<file path="src/fetch_config.svh">
`ifndef FETCH_CONFIG_SVH
`define FETCH_CONFIG_SVH

// first pc fetched after reset, also the base of the instruction RAM
`define FETCH_RESET_PC 32'h8000_0000

// instruction RAM size in 32-bit words
`define IMEM_DEPTH 256

// cycles from address acceptance to read data, must be 1 or more
`define IMEM_LATENCY 2

// read channel response codes
`define RESP_OKAY   2'b00
`define RESP_SLVERR 2'b10

`endif

</file>
<file path="src/fetch_pkg.sv">
package fetch_pkg;

	`include "fetch_config.svh"

	// byte address on the read channel and for the pc
	typedef logic [31:0] addr_t;

	// one RV32I instruction word
	typedef logic [31:0] inst_t;

	// read channel response, see RESP_* codes
	typedef logic [1:0] resp_t;

	// word index into the instruction RAM
	typedef logic [$clog2(`IMEM_DEPTH)-1:0] imem_index_t;

	// fetch sequence
	// addr: address phase on the read channel
	// load: waiting for read data
	// deliver: one-cycle instruction strobe
	// hold: waiting for retire
	typedef enum logic [1:0] {
		FETCH_ADDR,
		FETCH_LOAD,
		FETCH_DELIVER,
		FETCH_HOLD
	} fetch_state_e;

endpackage

</file>
<file path="src/imem_read_if.sv">
`timescale 1ns/1ps

interface imem_read_if;

	// address phase
	fetch_pkg::addr_t addr;
	logic             addr_valid;
	logic             addr_ready;

	// data phase
	fetch_pkg::inst_t rdata;
	fetch_pkg::resp_t resp;
	logic             rvalid;
	logic             rready;

	modport master (
		output addr,
		output addr_valid,
		input  addr_ready,
		input  rdata,
		input  resp,
		input  rvalid,
		output rready
	);

	modport slave (
		input  addr,
		input  addr_valid,
		output addr_ready,
		output rdata,
		output resp,
		output rvalid,
		input  rready
	);

endinterface

</file>
<file path="src/pc_sequencer.sv">
`timescale 1ns/1ps
`include "fetch_config.svh"

module pc_sequencer (
	input  logic             clock,
	input  logic             reset,
	input  logic             advance_i,
	input  logic             trap_redirect_i,
	input  fetch_pkg::addr_t trap_target_i,
	input  logic             jump_i,
	input  fetch_pkg::addr_t jump_target_i,
	input  logic             branch_request_i,
	input  logic             branch_taken_i,
	input  fetch_pkg::addr_t branch_target_i,
	output fetch_pkg::addr_t pc_o
);

	fetch_pkg::addr_t pc_q;
	fetch_pkg::addr_t pc_next;
	fetch_pkg::addr_t pc_plus_4;

	assign pc_plus_4 = pc_q + 32'd4;

	// trap or return wins over jump, jump over a taken branch
	always_comb begin
		if (trap_redirect_i) begin
			pc_next = trap_target_i;
		end else if (jump_i) begin
			pc_next = jump_target_i;
		end else if (branch_request_i && branch_taken_i) begin
			pc_next = branch_target_i;
		end else begin
			pc_next = pc_plus_4;
		end
	end

	// only moves once the current instruction has retired
	always_ff @(posedge clock) begin
		if (reset) begin
			pc_q <= `FETCH_RESET_PC;
		end else if (advance_i) begin
			pc_q <= pc_next;
		end
	end

	assign pc_o = pc_q;

endmodule

</file>
<file path="src/inst_legality_check.sv">
`timescale 1ns/1ps

module inst_legality_check (
	input  fetch_pkg::inst_t inst_i,
	output logic             illegal_o
);

	// major opcodes of the supported subset
	localparam logic [6:0] OP_LUI    = 7'b0110111;
	localparam logic [6:0] OP_AUIPC  = 7'b0010111;
	localparam logic [6:0] OP_JAL    = 7'b1101111;
	localparam logic [6:0] OP_JALR   = 7'b1100111;
	localparam logic [6:0] OP_BRANCH = 7'b1100011;
	localparam logic [6:0] OP_LOAD   = 7'b0000011;
	localparam logic [6:0] OP_STORE  = 7'b0100011;
	localparam logic [6:0] OP_IMM    = 7'b0010011;
	localparam logic [6:0] OP_REG    = 7'b0110011;
	localparam logic [6:0] OP_SYSTEM = 7'b1110011;

	// full system encodings
	localparam fetch_pkg::inst_t INST_ECALL  = 32'h0000_0073;
	localparam fetch_pkg::inst_t INST_EBREAK = 32'h0010_0073;
	localparam fetch_pkg::inst_t INST_MRET   = 32'h3020_0073;

	logic [6:0] opcode;
	logic [2:0] funct3;
	logic [6:0] funct7;
	logic       legal;

	assign opcode = inst_i[6:0];
	assign funct3 = inst_i[14:12];
	assign funct7 = inst_i[31:25];

	always_comb begin
		legal = 1'b0;
		case (opcode)
			OP_LUI, OP_AUIPC, OP_JAL, OP_BRANCH, OP_REG: legal = 1'b1;
			OP_JALR: legal = (funct3 == 3'b000);
			// lb lh lw lbu lhu
			OP_LOAD: legal = (funct3 inside {3'b000, 3'b001, 3'b010, 3'b100, 3'b101});
			// sb sh sw
			OP_STORE: legal = (funct3 inside {3'b000, 3'b001, 3'b010});
			OP_IMM: begin
				case (funct3)
					// slli
					3'b001: legal = (funct7 == 7'b0000000);
					// srli or srai
					3'b101: legal = (funct7 == 7'b0000000) || (funct7 == 7'b0100000);
					default: legal = 1'b1;
				endcase
			end
			OP_SYSTEM: begin
				// csrrw csrrs, plus the three exact encodings
				legal = (funct3 == 3'b001) || (funct3 == 3'b010) ||
					(inst_i == INST_ECALL) || (inst_i == INST_EBREAK) ||
					(inst_i == INST_MRET);
			end
			default: legal = 1'b0;
		endcase
	end

	assign illegal_o = !legal;

endmodule

</file>
<file path="src/fetch_unit.sv">
`timescale 1ns/1ps
`include "fetch_config.svh"

module fetch_unit (
	input  logic               clock,
	input  logic               reset,
	input  logic               retire_i,
	input  logic               trap_redirect_i,
	input  fetch_pkg::addr_t   trap_target_i,
	input  logic               jump_i,
	input  fetch_pkg::addr_t   jump_target_i,
	input  logic               branch_request_i,
	input  logic               branch_taken_i,
	input  fetch_pkg::addr_t   branch_target_i,
	imem_read_if.master        imem,
	output fetch_pkg::inst_t   inst_o,
	output fetch_pkg::addr_t   pc_o,
	output logic               inst_valid_o,
	output logic               illegal_o,
	output logic               bus_error_o
);

	fetch_pkg::fetch_state_e state;
	fetch_pkg::fetch_state_e next_state;
	fetch_pkg::addr_t        pc;
	logic                    advance;
	logic                    addr_valid_q;
	logic                    addr_done;
	logic                    data_done;
	logic                    rdata_illegal;

	assign addr_done = imem.addr_valid && imem.addr_ready;
	assign data_done = imem.rvalid && imem.rready;

	// retire only counts while waiting for it
	assign advance = (state == fetch_pkg::FETCH_HOLD) && retire_i;

	always_comb begin
		next_state = state;
		case (state)
			fetch_pkg::FETCH_ADDR:    if (addr_done) next_state = fetch_pkg::FETCH_LOAD;
			fetch_pkg::FETCH_LOAD:    if (data_done) next_state = fetch_pkg::FETCH_DELIVER;
			fetch_pkg::FETCH_DELIVER: next_state = fetch_pkg::FETCH_HOLD;
			fetch_pkg::FETCH_HOLD:    if (retire_i) next_state = fetch_pkg::FETCH_ADDR;
			default:                  next_state = fetch_pkg::FETCH_ADDR;
		endcase
	end

	always_ff @(posedge clock) begin
		if (reset) begin
			state <= fetch_pkg::FETCH_ADDR;
		end else begin
			state <= next_state;
		end
	end

	// registered so it stays low through reset and rises with the reset pc
	always_ff @(posedge clock) begin
		if (reset) begin
			addr_valid_q <= 1'b0;
		end else begin
			addr_valid_q <= (next_state == fetch_pkg::FETCH_ADDR);
		end
	end

	// pc only changes in hold, so addr is stable during the address phase
	assign imem.addr       = pc;
	assign imem.addr_valid = addr_valid_q;
	assign imem.rready     = (state == fetch_pkg::FETCH_LOAD);

	pc_sequencer pc_sequencer_i (
		.clock            (clock),
		.reset            (reset),
		.advance_i        (advance),
		.trap_redirect_i  (trap_redirect_i),
		.trap_target_i    (trap_target_i),
		.jump_i           (jump_i),
		.jump_target_i    (jump_target_i),
		.branch_request_i (branch_request_i),
		.branch_taken_i   (branch_taken_i),
		.branch_target_i  (branch_target_i),
		.pc_o             (pc)
	);

	inst_legality_check inst_legality_check_i (
		.inst_i    (imem.rdata),
		.illegal_o (rdata_illegal)
	);

	// instruction and its pc kept until the next delivery
	always_ff @(posedge clock) begin
		if (data_done) begin
			inst_o <= imem.rdata;
			pc_o   <= pc;
		end
	end

	always_ff @(posedge clock) begin
		if (reset) begin
			illegal_o   <= 1'b0;
			bus_error_o <= 1'b0;
		end else if (data_done) begin
			illegal_o   <= rdata_illegal;
			bus_error_o <= (imem.resp != `RESP_OKAY);
		end
	end

	assign inst_valid_o = (state == fetch_pkg::FETCH_DELIVER);

endmodule

</file>
<file path="src/flat_wrapper.sv">
// flat-port wrapper written by rule: the top's interface ports become plain ports
module fetch_unit_flat 
  (clock, reset, retire_i, trap_redirect_i, trap_target_i, jump_i, jump_target_i, branch_request_i, branch_taken_i, branch_target_i, inst_o, pc_o, inst_valid_o, illegal_o, bus_error_o, imem_addr, imem_addr_valid, imem_addr_ready, imem_rdata, imem_resp, imem_rvalid, imem_rready);
  imem_read_if imem_i ();
  input  logic clock;
  input  logic reset;
  input  logic retire_i;
  input  logic trap_redirect_i;
  input  fetch_pkg::addr_t trap_target_i;
  input  logic jump_i;
  input  fetch_pkg::addr_t jump_target_i;
  input  logic branch_request_i;
  input  logic branch_taken_i;
  input  fetch_pkg::addr_t branch_target_i;
  output fetch_pkg::inst_t inst_o;
  output fetch_pkg::addr_t pc_o;
  output logic inst_valid_o;
  output logic illegal_o;
  output logic bus_error_o;
  output wire logic [$bits(imem_i.addr)-1:0] imem_addr;
  output wire logic [$bits(imem_i.addr_valid)-1:0] imem_addr_valid;
  input wire logic [$bits(imem_i.addr_ready)-1:0] imem_addr_ready;
  input wire logic [$bits(imem_i.rdata)-1:0] imem_rdata;
  input wire logic [$bits(imem_i.resp)-1:0] imem_resp;
  input wire logic [$bits(imem_i.rvalid)-1:0] imem_rvalid;
  output wire logic [$bits(imem_i.rready)-1:0] imem_rready;
  assign imem_addr = imem_i.addr;
  assign imem_addr_valid = imem_i.addr_valid;
  assign imem_i.addr_ready = imem_addr_ready;
  assign imem_i.rdata = imem_rdata;
  assign imem_i.resp = imem_resp;
  assign imem_i.rvalid = imem_rvalid;
  assign imem_rready = imem_i.rready;
  fetch_unit u_core (.clock(clock), .reset(reset), .retire_i(retire_i), .trap_redirect_i(trap_redirect_i), .trap_target_i(trap_target_i), .jump_i(jump_i), .jump_target_i(jump_target_i), .branch_request_i(branch_request_i), .branch_taken_i(branch_taken_i), .branch_target_i(branch_target_i), .imem(imem_i), .inst_o(inst_o), .pc_o(pc_o), .inst_valid_o(inst_valid_o), .illegal_o(illegal_o), .bus_error_o(bus_error_o));
endmodule
</file>
<file path="config.mk">
export PLATFORM = sky130hd
export DESIGN_NAME = fetch_unit_flat
export DESIGN_NICKNAME = d
export VERILOG_FILES = /design/src/fetch_pkg.sv /design/src/imem_read_if.sv /design/src/pc_sequencer.sv /design/src/inst_legality_check.sv /design/src/fetch_unit.sv /design/src/flat_wrapper.sv
export VERILOG_INCLUDE_DIRS = /design/src
export SDC_FILE = /design/constraint.sdc
export NUM_CORES = 1
export LEC_CHECK = 0
export ABC_AREA = 0
export ABC_CLOCK_PERIOD_IN_PS = 7190
export BUFFER_PORTS_ARGS = -buffer_cell sky130_fd_sc_hd__buf_4
export CORE_MARGIN = 8
export CORE_UTILIZATION = 46
export DETAILED_ROUTE_END_ITERATION = 10
export MAX_ROUTING_LAYER = met4
export PLACE_DENSITY = 0.79
export SLEW_MARGIN = 20
export SYNTH_ARGS = -nofsm -noshare
export SYNTH_HDL_FRONTEND = slang
export SYNTH_SLANG_ARGS = --single-unit
export TNS_END_PERCENT = 50
</file>
<file path="constraint.sdc">
create_clock -name clock -period 7.19 [get_ports clock]
set_clock_uncertainty 0.2 [all_clocks]
set_input_delay 0.3595 -clock clock [delete_from_list [all_inputs] [get_ports clock]]
set_output_delay 0.3595 -clock clock [all_outputs]
set_load 0.05 [all_outputs]
</file>
Word level (Yosys, flattened, before mapping) --
Index checks and enable logic that the tools add are counted.
Storage, ports and cells: register bits 101, logic and storage cells 56
Operators by class: $add $sub $neg 1, eq/ne operators 21, muxes and demuxes 9, reductions and logical operators 18
Operators by type and width (count):
- 32-bit 2-to-1 mux | 3
- 32-bit by 3-bit adder with 32-bit output (second input constant) | 1
- 32-bit by 21-bit == test with 1-bit output (second input constant) | 1
- 32-bit by 30-bit == test with 1-bit output (second input constant) | 1
- 32-bit by 7-bit == test with 1-bit output (second input constant) | 1
- 7-bit by 6-bit == test with 1-bit output (second input constant) | 4
- 7-bit == test (second input constant) | 4
- 7-bit by 5-bit == test with 1-bit output (second input constant) | 2
- 2-bit case mux with 4 select lines | 1
- 7-bit by 2-bit == test with 1-bit output (second input constant) | 1
- 7-bit zero test | 1
- 3-bit == test (second input constant) | 2
- 2-bit 2-to-1 mux | 3
- 1-bit case mux with 6 select lines | 1
- 1-bit logical OR | 5
- 5-bit nonzero test | 1
- 5-bit OR reduction | 1
- 2-bit == test (second input constant) | 2
- 1-bit logical AND | 4
- 2-bit zero test | 2
- 3-bit by 1-bit == test with 1-bit output (second input constant) | 1
- 3-bit by 2-bit == test with 1-bit output (second input constant) | 1
- 3-bit zero test | 1
- 3-bit nonzero test | 1
- 4 further kinds | 4

Longest topological paths before layout --
Gate-level depths: netlist (run 1).
depth after elaboration 7, gate-level depth with buffers 7

By module --
Synthesis (run 1) repeated with hierarchy kept, for this count alone.
Second synthesis, totals: cell total of the unflattened synthesis 502, area, all modules 5138.7 um2
Modules (own cells, without submodules):
- pc_sequencer | times used 1, cells an instance 384, area an instance 2776.4 um2
- fetch_unit | times used 1, cells an instance 86, area an instance 2158.3 um2
- inst_legality_check | times used 1, cells an instance 32, area an instance 203.9 um2

Worst setup path after synthesis (run 1) --
OpenSTA, ideal clock, no wires.
path type reg-to-reg, from register u_core.pc_sequencer_i.pc_q[2] (netlist: u_core.pc_sequencer_i.pc_o[2]), to register u_core.pc_sequencer_i.pc_q[26] (netlist: u_core.pc_sequencer_i.pc_o[26]), library setup time 125 ps, arrival time 2442 ps, data required time 6865 ps, slack 4423 ps, cell stages (with the launch flop) 8, buffers on the path 1, period minus slack after synthesis 2767 ps, path through dfxtp_1 ha_1 nand4_2 or3_1 buf_6 or4_1 a31oi_1 o22ai_1
On the way: longest elaborated chain between the ends 4
Ends and longest elaborated chain:
- start: declaration | line pc_sequencer.sv:18 | fetch_pkg::addr_t pc_q;
- start signal: assignment | line pc_sequencer.sv:40 | pc_q <= `FETCH_RESET_PC;
- start signal: assignment | line pc_sequencer.sv:42 | pc_q <= pc_next;
- 32-bit by 3-bit adder with 32-bit output | line pc_sequencer.sv:22 | assign pc_plus_4 = pc_q + 32'd4;
- 32-bit 2-to-1 mux | line pc_sequencer.sv:30 | end else if (branch_request_i && branch_taken_i) begin
- 32-bit 2-to-1 mux | line pc_sequencer.sv:28 | end else if (jump_i) begin
- 32-bit 2-to-1 mux | line pc_sequencer.sv:26 | if (trap_redirect_i) begin
Every way passes these cells. A chain may end at the register's enable or synchronous reset.

Worst setup path after layout (run 1) --
from register u_core.pc_sequencer_i.pc_q[2] (netlist: u_core.pc_sequencer_i.pc_o[2]), to register u_core.pc_sequencer_i.pc_q[18] (netlist: u_core.pc_sequencer_i.pc_o[18])
Same word-level chain as after synthesis.

==> results of run 1 <==
## path summary, 6_finish.rpt
kind         cells past startpoint  slack [ns]                                          end
min                              1        0.03                  u_core.inst_o[14]$_DFFE_PP_
min reg2reg                      0        0.28                     u_core.pc_o[0]$_DFFE_PP_
max reg2reg                      6        4.35  u_core.pc_sequencer_i.pc_o[18]$_SDFFE_PP0P_
max                              6        4.35  u_core.pc_sequencer_i.pc_o[18]$_SDFFE_PP0P_
## Yosys cell counts, types with 4 or more instances
cell type and instances:
and3_1 5, nand2_1 41, a31oi_1 7, a211oi_1 12, a2111oi_0 6, nand2b_1 5
inv_1 13, nand4_1 8, nor4_1 11, nor3_1 19, o31ai_1 5, o21ai_0 37
nand3_1 28, or3_1 5, a21oi_1 30, mux2i_1 10, xnor2_1 4, a221oi_1 4
o22ai_1 13, dfxtp_1 37, edfxtp_1 64, nand3b_1 5, clkbuf_1 24, nor2_1 45
xor2_1 4
## kinds of logic (layout without fill, tap and decap cells)
| group | Yosys count | in the layout |
|---|---|---|
| multiplexers | 11 | 11 |
| flip-flops | 101 | 101 |
| buffers and inverters | 44 | 299 |
| AO/OA/AOI/OAI | 149 | 149 |
| XOR/XNOR | 8 | 8 |
| AND/OR/NAND/NOR | 192 | 192 |
| adder cells (fa/ha/maj) | 1 | 1 |
## registers in the layout, indices dropped and copies added (netlist names)
| signal | count |
|---|---|
| u_core.bus_error_o | 1 |
| u_core.inst_o | 32 |
| u_core.pc_o | 32 |
| u_core.imem.addr_valid | 1 |
| u_core.state | 2 |
| u_core.pc_sequencer_i.pc_o | 32 |
| u_core.illegal_o | 1 |
## power breakdown
part,switching (uW),internal [uW]
logic,169,109
registers,12.2,641
clock network,194,207
total,375,957
## routing by layer
layer / wire, um / part of all wire [%] / vias up
met3: 2010 / 10 / 30
met4: 393 / 2.0 / 0
met5: 0 / 0 / -
li1: - / - / 2448
met2: 9880 / 50 / 398
met1: 7660 / 38 / 2557
## cell type report
type	count	area (sq um)
fill	833	3410
sequential	101	2660
multi-input combinational	361	2180
timing repair buffer	270	2100
tap	140	175
clock buffer	13	149
clock inverter	3	68.8
inverter	13	48.8
## through the flow
step           instances  setup slack (ns)  util, %  total power [uW]
2_1_floorplan        506              4.42        -               807
3_5_place_dp         857              4.45     63.7               928
5_1_grt              901              4.22     68.4              1370
3_3_place_gp         857              4.57     63.7               923
4_1_cts              901              4.44     68.4              1330
6_report             901              4.35     68.4              1330
==> run summary, run 1 <==
CRITICAL PATH
---------------------------------------------------------------------------------
Critical Setup Path Class                                              reg -> reg
Critical path's slowest cell                                               nor3_1
Endpoint arrival time on the critical path                                2.91 ns
Worst R2R Start                                                      u_core.pc_sequencer_i.pc_o[2]$_SDFFE_PP0P_
Critical path's top delay family                                     simple AND/OR/NAND/NOR gates
Crit path required time                                                   7.26 ns
Endpoint kind of the worst setup timing path                                 flop
Number of buffers and inverters on the critical path                            0
Largest stage delay on the critical path                                  0.91 ns
Largest fanout of any net on the critical path                                  8
Chain of cells forming the critical path                             ha_1 > nand4_2 > nor3_1 > nand2_1 > o311a_1 > o31ai_1
Launching instance or port of the critical path                      u_core.pc_sequencer_i.pc_o[2]$_SDFFE_PP0P_
Setup crit start kind                                                        flop

PLACEMENT
---------------------------------------------------------------------------------
Quantity of I/O buffers inserted on ports                                     239
Area post-placement                                                    6880 sq um
Gp weighted congestion                                                      0.909
HPWL after detailed placement                                           14,300 um

CLOCK NETWORK
---------------------------------------------------------------------------------
H-tree depth reported by CTS                                                    3
Number of buffers added by the clock tree synthesis step                        9
Clock tree from TritonCTS                                                    done
CTS-repair resized insts                                                        0
Number of hold buffers added after cts                                         28
Max Buffers Root-to-Sink                                                        2
Clock insertion delay at the later pin of the skew report                 0.37 ns
CTS clock-pin slew for the worst setup and hold paths                     0.10 ns
Post-CTS Setup Bufs                                                             0
Clock Root Buffer                                                        clkbuf_8
Number of clock sinks seen by CTS                                             101

YOSYS
---------------------------------------------------------------------------------
Number of library cell types mapped by synthesis                               64
Largest family of logic cells by synthesized area                    compound AO/OA/AOI/OAI gates
Fraction of the mapped netlist area in compound gates                       19.6%
Instance count of the mapped netlist                                          506
Synth Area in XOR/XNOR                                                      1.39%
Dominant synthesized flop cell                                           edfxtp_1
Number of register bits inferred by synthesis                                 101
Post-Synthesis Cell Area                                               5050 sq um
Portion of netlist area occupied by mux cells                               2.21%
Synth async-reset ratio                                                        0%
Post-synthesis average cell area                                       9.98 sq um
Simple-gate portion of the synthesized area                                 19.6%
Post-synthesis cell type with the largest combined area                  edfxtp_1
Sequential cell area fraction in the yosys report                           52.7%
Number of synthesized flops with an enable pin                                 64
Ys Warns                                                                        0
Net count after synthesis                                                     646
Top area cells in the synthesized netlist                            edfxtp_1 (38%), dfxtp_1 (15%), o21ai_0 (3.7%), nor2_1 (3.3%), nand2_1 (3.0%)
Share of the synthesized area in the top cell type                          38.1%
Adder-cell share of the synthesized area                                   0.248%

DETAILED ROUTING
---------------------------------------------------------------------------------
Total Wirelength                                                        19,900 um
Number of optimization iterations in the first detailed-route pass              5
DRC viols                                                                       0
Routed via count                                                            5,433
Number of DRC markers after the initial detailed-route iteration              675
Per-cell via count in the routed design                                      6.03
Post-detailed-route wirelength per cell                                   22.1 um
ANT nets after route                                                            0

DIE
---------------------------------------------------------------------------------
Initial core utilization                                                    46.8%
Die area                                                             14,600 sq um
Rows                                                                           38
Die Height                                                                 121 um
Ports placed on the boundary                                                  240
Core Area                                                            10,800 sq um
Horizontal die dimension                                                   121 um

PWR
---------------------------------------------------------------------------------
Power per unit of standard cell area                                  181 nW/um^2
Worst VDD drop                                                        0.0000870 V
Cell leakage power                                                     0.00293 uW

CELLS AND AREA
---------------------------------------------------------------------------------
Final design instance area without fill                                7380 sq um
Nets                                                                          896
Share of layout cells above drive strength 1                                35.0%
Commonest non-fill, non-tap cells in the layout                      buf_4 (242), edfxtp_1 (64), nor2_1 (45)
Area growth from synthesis to layout                                        46.1%
Number of antenna repair diodes                                                 0
Most common library cell in the layout ignoring fill and taps               buf_4

GRT
---------------------------------------------------------------------------------
Number of antenna violations at the first check in global routing               0
Global Route Usage Sum                                                      27.0%
Vias in the first global route                                              5,259
GRT Residual Overflow                                                           0
Global-route track usage on met1                                            31.5%
Global-route layer with the greatest usage                                   met2
First-pass GRT wire length                                              29,800 um
Met3 usage in global routing                                                6.29%
Met2 track utilization from global routing                                  45.2%
Pin count of the biggest net entering global routing                           51

STA
---------------------------------------------------------------------------------
Peak Freq                                                                 352 MHz
Share of the clock period used by the worst path                            39.5%
Count of endpoints failing hold in the final timing report                      0
Max-slew violation count                                                        0
Worst hold-check slack                                                  0.0308 ns
Time the final worst path needs with I/O delays and setup                 2.84 ns
Transition time at the pin with the least slew margin                     1.10 ns
Setup Total Neg Slack                                                        0 ns
Setup violations, final                                                         0
Max-Slew Margin vs Limit                                                    26.0%
Unrepaired setup endpoints after global routing                                no

RUN STATUS
---------------------------------------------------------------------------------
Status                                                               complete, no violations

HOLD PATH
---------------------------------------------------------------------------------
Worst hold-check path type                                              in -> reg
Worst Min Path Start                                                 imem_rdata[14]

RUN
---------------------------------------------------------------------------------
Max-cap violations                                                              0

Note: power is estimated with default switching activity, not from simulation.
==> inputs of run 2 (changes only) <==
--- a/config.mk
+++ b/config.mk
@@ -7,13 +7,13 @@
 export NUM_CORES = 1
 export LEC_CHECK = 0
 export ABC_AREA = 0
-export ABC_CLOCK_PERIOD_IN_PS = 7190
+export ABC_CLOCK_PERIOD_IN_PS = 2400
 export BUFFER_PORTS_ARGS = -buffer_cell sky130_fd_sc_hd__buf_4
 export CORE_MARGIN = 8
-export CORE_UTILIZATION = 46
+export CORE_UTILIZATION = 42
 export DETAILED_ROUTE_END_ITERATION = 10
 export MAX_ROUTING_LAYER = met4
-export PLACE_DENSITY = 0.79
+export PLACE_DENSITY = 0.76
 export SLEW_MARGIN = 20
 export SYNTH_ARGS = -nofsm -noshare
 export SYNTH_HDL_FRONTEND = slang
==> constraint.sdc (replaced) <==
create_clock -name clock -period 2.4 [get_ports clock]
set_clock_uncertainty 0.2 [all_clocks]
set_input_delay 0.12 -clock clock [delete_from_list [all_inputs] [get_ports clock]]
set_output_delay 0.12 -clock clock [all_outputs]
set_load 0.05 [all_outputs]
==> run 2 against run 1 <==
Via count increased by 3.8%. First-iteration DRC count decreased by 27%. Global-route usage decreased by 0.67 points. Maximum frequency increased by 23%. Power increased to 3.3 times the previous value. Sequential share of layout area decreased by 3.6 points. Register-to-register slack got worse by 4.3 ns. Non-clock buffer count increased by 83. Setup slack got worse by 4.3 ns. Count of clock-buffer cells in the layout decreased by 1. Die area increased by 8.2%.
==> run summary, run 2 (synthesis gave the netlist of run 1 again) <==
RUN STATUS
---------------------------------------------------------------------------------
Status                                                               complete, no violations

CELLS AND AREA
---------------------------------------------------------------------------------
Final standard cell count with taps included and fillers excluded             991   +10%
Area growth from synthesis to layout                                        63.5%
Commonest non-fill, non-tap cells in the layout                      buf_4 (271), dlygate4sd3_1 (81), edfxtp_1 (64)
Final design instance area without fill                                8260 sq um   +12%
Most common library cell in the layout ignoring fill and taps               buf_4
Number of antenna repair diodes                                                 0   unchanged
Largest registers                                                    u_core.inst_o x32, u_core.pc_o x32, u_core.pc_sequencer_i.pc_o x32
Filler instances                                                              871   +4.6%
Share of layout cells above drive strength 1                                36.8%   +1.9 points
Nets                                                                          979   +9.3%

PLACEMENT
---------------------------------------------------------------------------------
HPWL after detailed placement                                           15,200 um   +6.8%
Post-placement cell count                                                     890   +3.9%
Gp weighted congestion                                                      0.894   -1.6%
Quantity of I/O buffers inserted on ports                                     239   unchanged
Area post-placement                                                    7130 sq um   +3.6%
Post-place setup slack                                                   0.117 ns   -4.34 ns

PWR
---------------------------------------------------------------------------------
Cell leakage power                                                     0.00334 uW   +14%
Power per unit of standard cell area                                  526 nW/um^2   +190%
Worst VDD drop                                                         0.000311 V   +260%

DETAILED ROUTING
---------------------------------------------------------------------------------
Post-detailed-route wirelength per cell                                   20.9 um   -5.3%
Total Wirelength                                                        20,800 um   +4.1%
Number of DRC markers after the initial detailed-route iteration              492   -27%
Per-cell via count in the routed design                                      5.69   -5.6%
ANT nets after route                                                            0   unchanged
Number of optimization iterations in the first detailed-route pass              5   unchanged
Routed via count                                                            5,640   +3.8%
DRC viols                                                                       0   unchanged

STA
---------------------------------------------------------------------------------
Max-Slew Margin vs Limit                                                    61.9%   +36 points
Transition time at the pin with the least slew margin                    0.570 ns   -0.532 ns
Final Worst Setup Slack                                                 0.0872 ns   -4.26 ns
Worst hold-check slack                                                 0.00722 ns   -0.0236 ns
Max-slew violation count                                                        0   unchanged
Unrepaired setup endpoints after global routing                                no
Setup violations, final                                                         0   unchanged
Time the final worst path needs with I/O delays and setup                 2.31 ns   -0.528 ns
Count of endpoints failing hold in the final timing report                      0   unchanged
Share of the clock period used by the worst path                            96.4%   +57 points
Setup Total Neg Slack                                                        0 ns   unchanged
Peak Freq                                                                 432 MHz   +23%

CRITICAL PATH
---------------------------------------------------------------------------------
Worst R2R Start                                                      u_core.pc_sequencer_i.pc_o[2]$_SDFFE_PP0P_
Flop2flop setup slack                                                     0.09 ns   -4.26 ns
R2r endpoint                                                         u_core.pc_sequencer_i.pc_o[26]$_SDFFE_PP0P_
Setup crit start kind                                                        flop
Capture point of the critical path                                   u_core.pc_sequencer_i.pc_o[26]$_SDFFE_PP0P_
Chain of cells forming the critical path                             ha_1 > nand4_2 > or3_1 > or4_1 > a31oi_1 > o22ai_1
Crit path required time                                                   2.43 ns   -4.83 ns
Largest fanout of any net on the critical path                                  5   -3
Endpoint arrival time on the critical path                                2.35 ns   -0.56 ns
Endpoint kind of the worst setup timing path                                 flop
Critical path's slowest cell                                                or4_1
Critical Setup Path Class                                              reg -> reg
Launching instance or port of the critical path                      u_core.pc_sequencer_i.pc_o[2]$_SDFFE_PP0P_
Length in cells of the worst reg-to-reg path                                    6   unchanged
Largest stage delay on the critical path                                  0.54 ns   -0.37 ns

GRT
---------------------------------------------------------------------------------
Pin count of the biggest net entering global routing                           34   -33%
Number of antenna violations at the first check in global routing               0   unchanged
First-pass GRT wire length                                              31,800 um   +6.7%
GRT Residual Overflow                                                           0   unchanged
Vias in the first global route                                              5,848   +11%
Global Route Usage Sum                                                      26.3%   -0.67 points

DIE
---------------------------------------------------------------------------------
Die Height                                                                 126 um   +4.0%
Ports placed on the boundary                                                  240   unchanged
Initial core utilization                                                    42.6%   -4.2 points
Core Area                                                            11,900 sq um   +9.9%
Horizontal die dimension                                                   126 um   +4.0%
Rows                                                                           40   +5.3%
Die area                                                             15,800 sq um   +8.2%

CLOCK NETWORK
---------------------------------------------------------------------------------
CTS clock-pin slew for the worst setup and hold paths                     0.07 ns   -0.03 ns
Clock tree from TritonCTS                                                    done
Clock insertion delay at the later pin of the skew report                 0.35 ns   -0.02 ns
Number of clock sinks seen by CTS                                             101   unchanged
Max Buffers Root-to-Sink                                                        2   unchanged
Clock Root Buffer                                                       clkbuf_16
H-tree depth reported by CTS                                                    3   unchanged
Number of buffers added by the clock tree synthesis step                        9   unchanged

RUN
---------------------------------------------------------------------------------
Max-cap violations                                                              0   unchanged

HOLD PATH
---------------------------------------------------------------------------------
Worst Min Path Start                                                 trap_target_i[11]
Worst hold-check path type                                              in -> reg

-- run 2: cell count changes in the layout (fill, tap and decap cells not counted), moves of 2 or more --
| cell | delta |
|---|---|
| buf_4 | +29 |
| clkbuf_16 | +9 |
| clkbuf_8 | -10 |
| clkinvlp_4 | +3 |
| dfxtp_1 | -13 |
| dfxtp_2 | +11 |
| dfxtp_4 | +2 |
| dlygate4sd3_1 | +53 |
-- run 2: worst min-delay path by stage --
stage                                                       end  depth (start not counted)
finish              u_core.pc_sequencer_i.pc_o[11]$_SDFFE_PP0P_                          5
global route        u_core.pc_sequencer_i.pc_o[16]$_SDFFE_PP0P_                          5
CTS                 u_core.pc_sequencer_i.pc_o[16]$_SDFFE_PP0P_                          5
detailed placement                  u_core.inst_o[15]$_DFFE_PP_                          1
global placement                    u_core.inst_o[18]$_DFFE_PP_                          1
floorplan                            u_core.inst_o[0]$_DFFE_PP_                          0
-- run 2: metal layers --
layer / track usage (%) / part of all wire, % / up-vias
li1: - / - / 2615
met1: 30.2 / 40 / 2655
met2: 44.2 / 49 / 332
met3: 5.53 / 8.8 / 38
met4: 10.5 / 2.4 / 0
met5: - / 0 / -
-- run 2: critical path, delay by kind of cell, from the launching register on --
family	cells	cell delay, ns
fa+ha+maj	1	0.22
flops	1	0.34
simple gates	3	1.17
compound gates	2	0.27
-- run 2: cell type report --
type / instances / area [sq um] / area share [%]
Timing Repair Buffer: 353 / 2870 / 34.7
Sequential cell: 101 / 2680 / 32.5
Multi-Input combinational cell: 361 / 2180 / 26.5
Clock buffer: 12 / 236 / 2.86
Tap cell: 147 / 184 / 2.23
Inverter: 13 / 52.6 / 0.636
Clock inverter: 4 / 50.0 / 0.606
-- run 2: timing repair --
item,4_1_cts,5_1_grt
endpoints found under the hold margin,62,0
endpoints found under the setup margin,0,4
setup buffers,0,4
hold buffers,81,0
gates resized for setup,0,1
-- run 2: power breakdown --
group | total (uW) | switching, uW | leakage [uW] | internal [uW]
clock | 1450 | 639 | 0.000133 | 809
sequential | 1950 | 34.4 | 0.000878 | 1920
combinational | 939 | 534 | 0.00233 | 405
-- run 2: through the flow --
stage / utilization, % / total power (uW)
global placement: 60.1 / 2800
detailed placement: 60.1 / 2810
CTS: 69.3 / 4340
global route: 69.6 / 4480
floorplan: - / 2420
finish: 69.6 / 4340
==> inputs of run 3 (changes only) <==
--- a/config.mk
+++ b/config.mk
@@ -10,10 +10,11 @@
 export ABC_CLOCK_PERIOD_IN_PS = 2400
 export BUFFER_PORTS_ARGS = -buffer_cell sky130_fd_sc_hd__buf_4
 export CORE_MARGIN = 8
-export CORE_UTILIZATION = 42
+export CORE_UTILIZATION = 44
+export CTS_BUF_LIST = sky130_fd_sc_hd__clkbuf_2
 export DETAILED_ROUTE_END_ITERATION = 10
 export MAX_ROUTING_LAYER = met4
-export PLACE_DENSITY = 0.76
+export PLACE_DENSITY_LB_ADDON = 0.05
 export SLEW_MARGIN = 20
 export SYNTH_ARGS = -nofsm -noshare
 export SYNTH_HDL_FRONTEND = slang
==> run 3 against run 2 <==
Setup slack improved by 0.0089 ns. Sequential power about the same. Highest routed layer unchanged. Critical path type is now in -> reg. Maximum frequency increased by 0.39%. Global-route usage increased by 1.8 points. Via count increased by 6.5%. Utilization increased by 8.3 points.
==> run summary, run 3 (synthesis gave the netlist of run 1 again) <==
RUN STATUS
---------------------------------------------------------------------------------
Status                                                               complete, no violations

PLACEMENT
---------------------------------------------------------------------------------
Gp weighted congestion                                                      0.915   +2.3%
Quantity of I/O buffers inserted on ports                                     239   unchanged
Post-place setup slack                                                  0.0991 ns   -0.0175 ns
HPWL after detailed placement                                           14,100 um   -7.2%

CRITICAL PATH
---------------------------------------------------------------------------------
Critical path's top delay family                                     buffers and inverters
Flop2flop setup slack                                                      0.1 ns   about the same
Chain of cells forming the critical path                             buf_4 > dlygate4sd3_1 > nand2_1 > buf_4 > o22ai_1 > dlygate4sd3_1 > nor3_1 > dlygate4sd3_1 > o2bb2ai_1
Largest fanout of any net on the critical path                                 11   +6
Endpoint arrival time on the critical path                                2.64 ns   +0.29 ns
Largest stage delay on the critical path                                  0.59 ns   +0.05 ns
Setup crit start kind                                                   input pin
Crit path required time                                                   2.74 ns   +0.31 ns
Critical Setup Path Class                                               in -> reg
Endpoint kind of the worst setup timing path                                 flop
Critical path's slowest cell                                         dlygate4sd3_1
Number of buffers and inverters on the critical path                            5   +5
Most common cell type on the critical path                           dlygate4sd3_1

STA
---------------------------------------------------------------------------------
Unrepaired setup endpoints after global routing                                no
Max-slew violation count                                                        0   unchanged
Max-Slew Margin vs Limit                                                    59.2%   -2.7 points
Share of the clock period used by the worst path                            96.0%   -0.37 points
Time the final worst path needs with I/O delays and setup                 2.30 ns   -0.00887 ns
Transition time at the pin with the least slew margin                    0.610 ns   +0.0402 ns
Setup violations, final                                                         0   unchanged
Final Worst Setup Slack                                                 0.0961 ns   +0.00887 ns
Peak Freq                                                                 434 MHz   +0.39%
Count of endpoints failing hold in the final timing report                      0   unchanged

DIE
---------------------------------------------------------------------------------
Rows                                                                           39   -2.5%
Ports placed on the boundary                                                  240   unchanged
Die Height                                                                 123 um   -2.0%
Initial core utilization                                                    44.6%   +2.0 points
Horizontal die dimension                                                   123 um   -2.0%
Core Area                                                            11,300 sq um   -4.6%
Die area                                                             15,200 sq um   -4.0%

GRT
---------------------------------------------------------------------------------
GRT Residual Overflow                                                           0   unchanged
Vias in the first global route                                              6,104   +4.4%
Pin count of the biggest net entering global routing                           47   +38%
Number of antenna violations at the first check in global routing               0   unchanged
Global Route Usage Sum                                                      28.1%   +1.8 points
First-pass GRT wire length                                              32,400 um   +1.7%

CLOCK NETWORK
---------------------------------------------------------------------------------
Clock insertion delay at the later pin of the skew report                 0.58 ns   +0.23 ns
Number of clock sinks seen by CTS                                             101   unchanged
CTS clock-pin slew for the worst setup and hold paths                     0.27 ns   +0.20 ns
Clock tree from TritonCTS                                                    done
Clock Root Buffer                                                        clkbuf_2
H-tree depth reported by CTS                                                    3   unchanged
Max Buffers Root-to-Sink                                                        2   unchanged
Number of buffers added by the clock tree synthesis step                        9   unchanged

DETAILED ROUTING
---------------------------------------------------------------------------------
Post-detailed-route wirelength per cell                                   20.3 um   -3.2%
Number of DRC markers after the initial detailed-route iteration              666   +35%
DRC viols                                                                       0   unchanged
Total Wirelength                                                        21,400 um   +3.0%
Number of optimization iterations in the first detailed-route pass              5   unchanged
Per-cell via count in the routed design                                      5.70   +0.12%
ANT nets after route                                                            0   unchanged
Routed via count                                                            6,006   +6.5%

CELLS AND AREA
---------------------------------------------------------------------------------
Area growth from synthesis to layout                                        74.7%
Util after Layout                                                           77.9%   +8.3 points
Largest registers                                                    u_core.inst_o x32, u_core.pc_o x32, u_core.pc_sequencer_i.pc_o x32
Number of antenna repair diodes                                                 0   unchanged
Most common library cell in the layout ignoring fill and taps               buf_4
Share of layout cells above drive strength 1                                34.2%   -2.6 points
Nets                                                                        1,046   +6.8%
Commonest non-fill, non-tap cells in the layout                      buf_4 (263), dlygate4sd3_1 (154), edfxtp_1 (64)

PWR
---------------------------------------------------------------------------------
Worst VDD drop                                                         0.000272 V   -13%
Cell leakage power                                                     0.00357 uW   +7.0%
Power per unit of standard cell area                                  446 nW/um^2   -15%

HOLD PATH
---------------------------------------------------------------------------------
Worst hold-check path type                                              in -> reg

RUN
---------------------------------------------------------------------------------
Max-cap violations                                                              0   unchanged

[run 3: layout make-up]
| cell class | instances | area [sq um] |
|---|---|---|
| clock buffers | 11 | 55.1 |
| clock inverters | 5 | 81.3 |
| fillers | 753 | 2500 |
| inverters | 13 | 52.6 |
| multi-input cells | 361 | 2190 |
| flip-flops and latches | 101 | 2690 |
| well taps | 143 | 179 |
| repair buffers | 420 | 3570 |
[run 3: per-layer routing]
layer  wire, um  vias up  global-route usage (%)
met1       8070     2874                    32.1
met5          0        -                       -
met2      11000      328                    48.5
met3       1800       53                    5.39
li1           -     2751                       -
met4        539        0                    10.1
[run 3: worst paths after layout]
kind                                          startpoint                                          end  depth (start not counted)
min                                       imem_rdata[17]                  u_core.inst_o[17]$_DFFE_PP_                          2
max                                       branch_taken_i  u_core.pc_sequencer_i.pc_o[20]$_SDFFE_PP0P_                          9
min reg2reg  u_core.pc_sequencer_i.pc_o[31]$_SDFFE_PP1P_                    u_core.pc_o[31]$_DFFE_PP_                          0
max reg2reg   u_core.pc_sequencer_i.pc_o[2]$_SDFFE_PP0P_   u_core.pc_sequencer_i.pc_o[8]$_SDFFE_PP0P_                          8
[run 3: repair_timing]
action,in CTS,in global routing
gates resized for setup,0,9
hold endpoints to repair,69,0
hold buffers,154,0
buffers inserted,0,1
endpoints found under the setup margin,0,8
[run 3: through the flow]
| step | instance area, sq um | cells | hold WS, ns | setup TNS (ns) | total power, uW |
|---|---|---|---|---|---|
| final | 8820 | 1054 | 0.0431 | 0 | 3940 |
| after CTS | 8790 | 1053 | 0.00165 | 0 | 3930 |
| after global placement | 7110 | 883 | 0.106 | 0 | 2790 |
| after floorplan | 5080 | 506 | 0.0189 | -0.0301 | 2420 |
| after detailed placement | 7110 | 883 | 0.108 | 0 | 2800 |
| after global routing | 8820 | 1054 | 0.00615 | 0 | 4070 |
[run 3: power breakdown]
group          total, uW  switching [uW]  leakage (uW)  internal, uW
Clock                954             595     0.0000873           359
Combinational       1030             550       0.00261           481
Sequential          1950            33.1      0.000879          1920
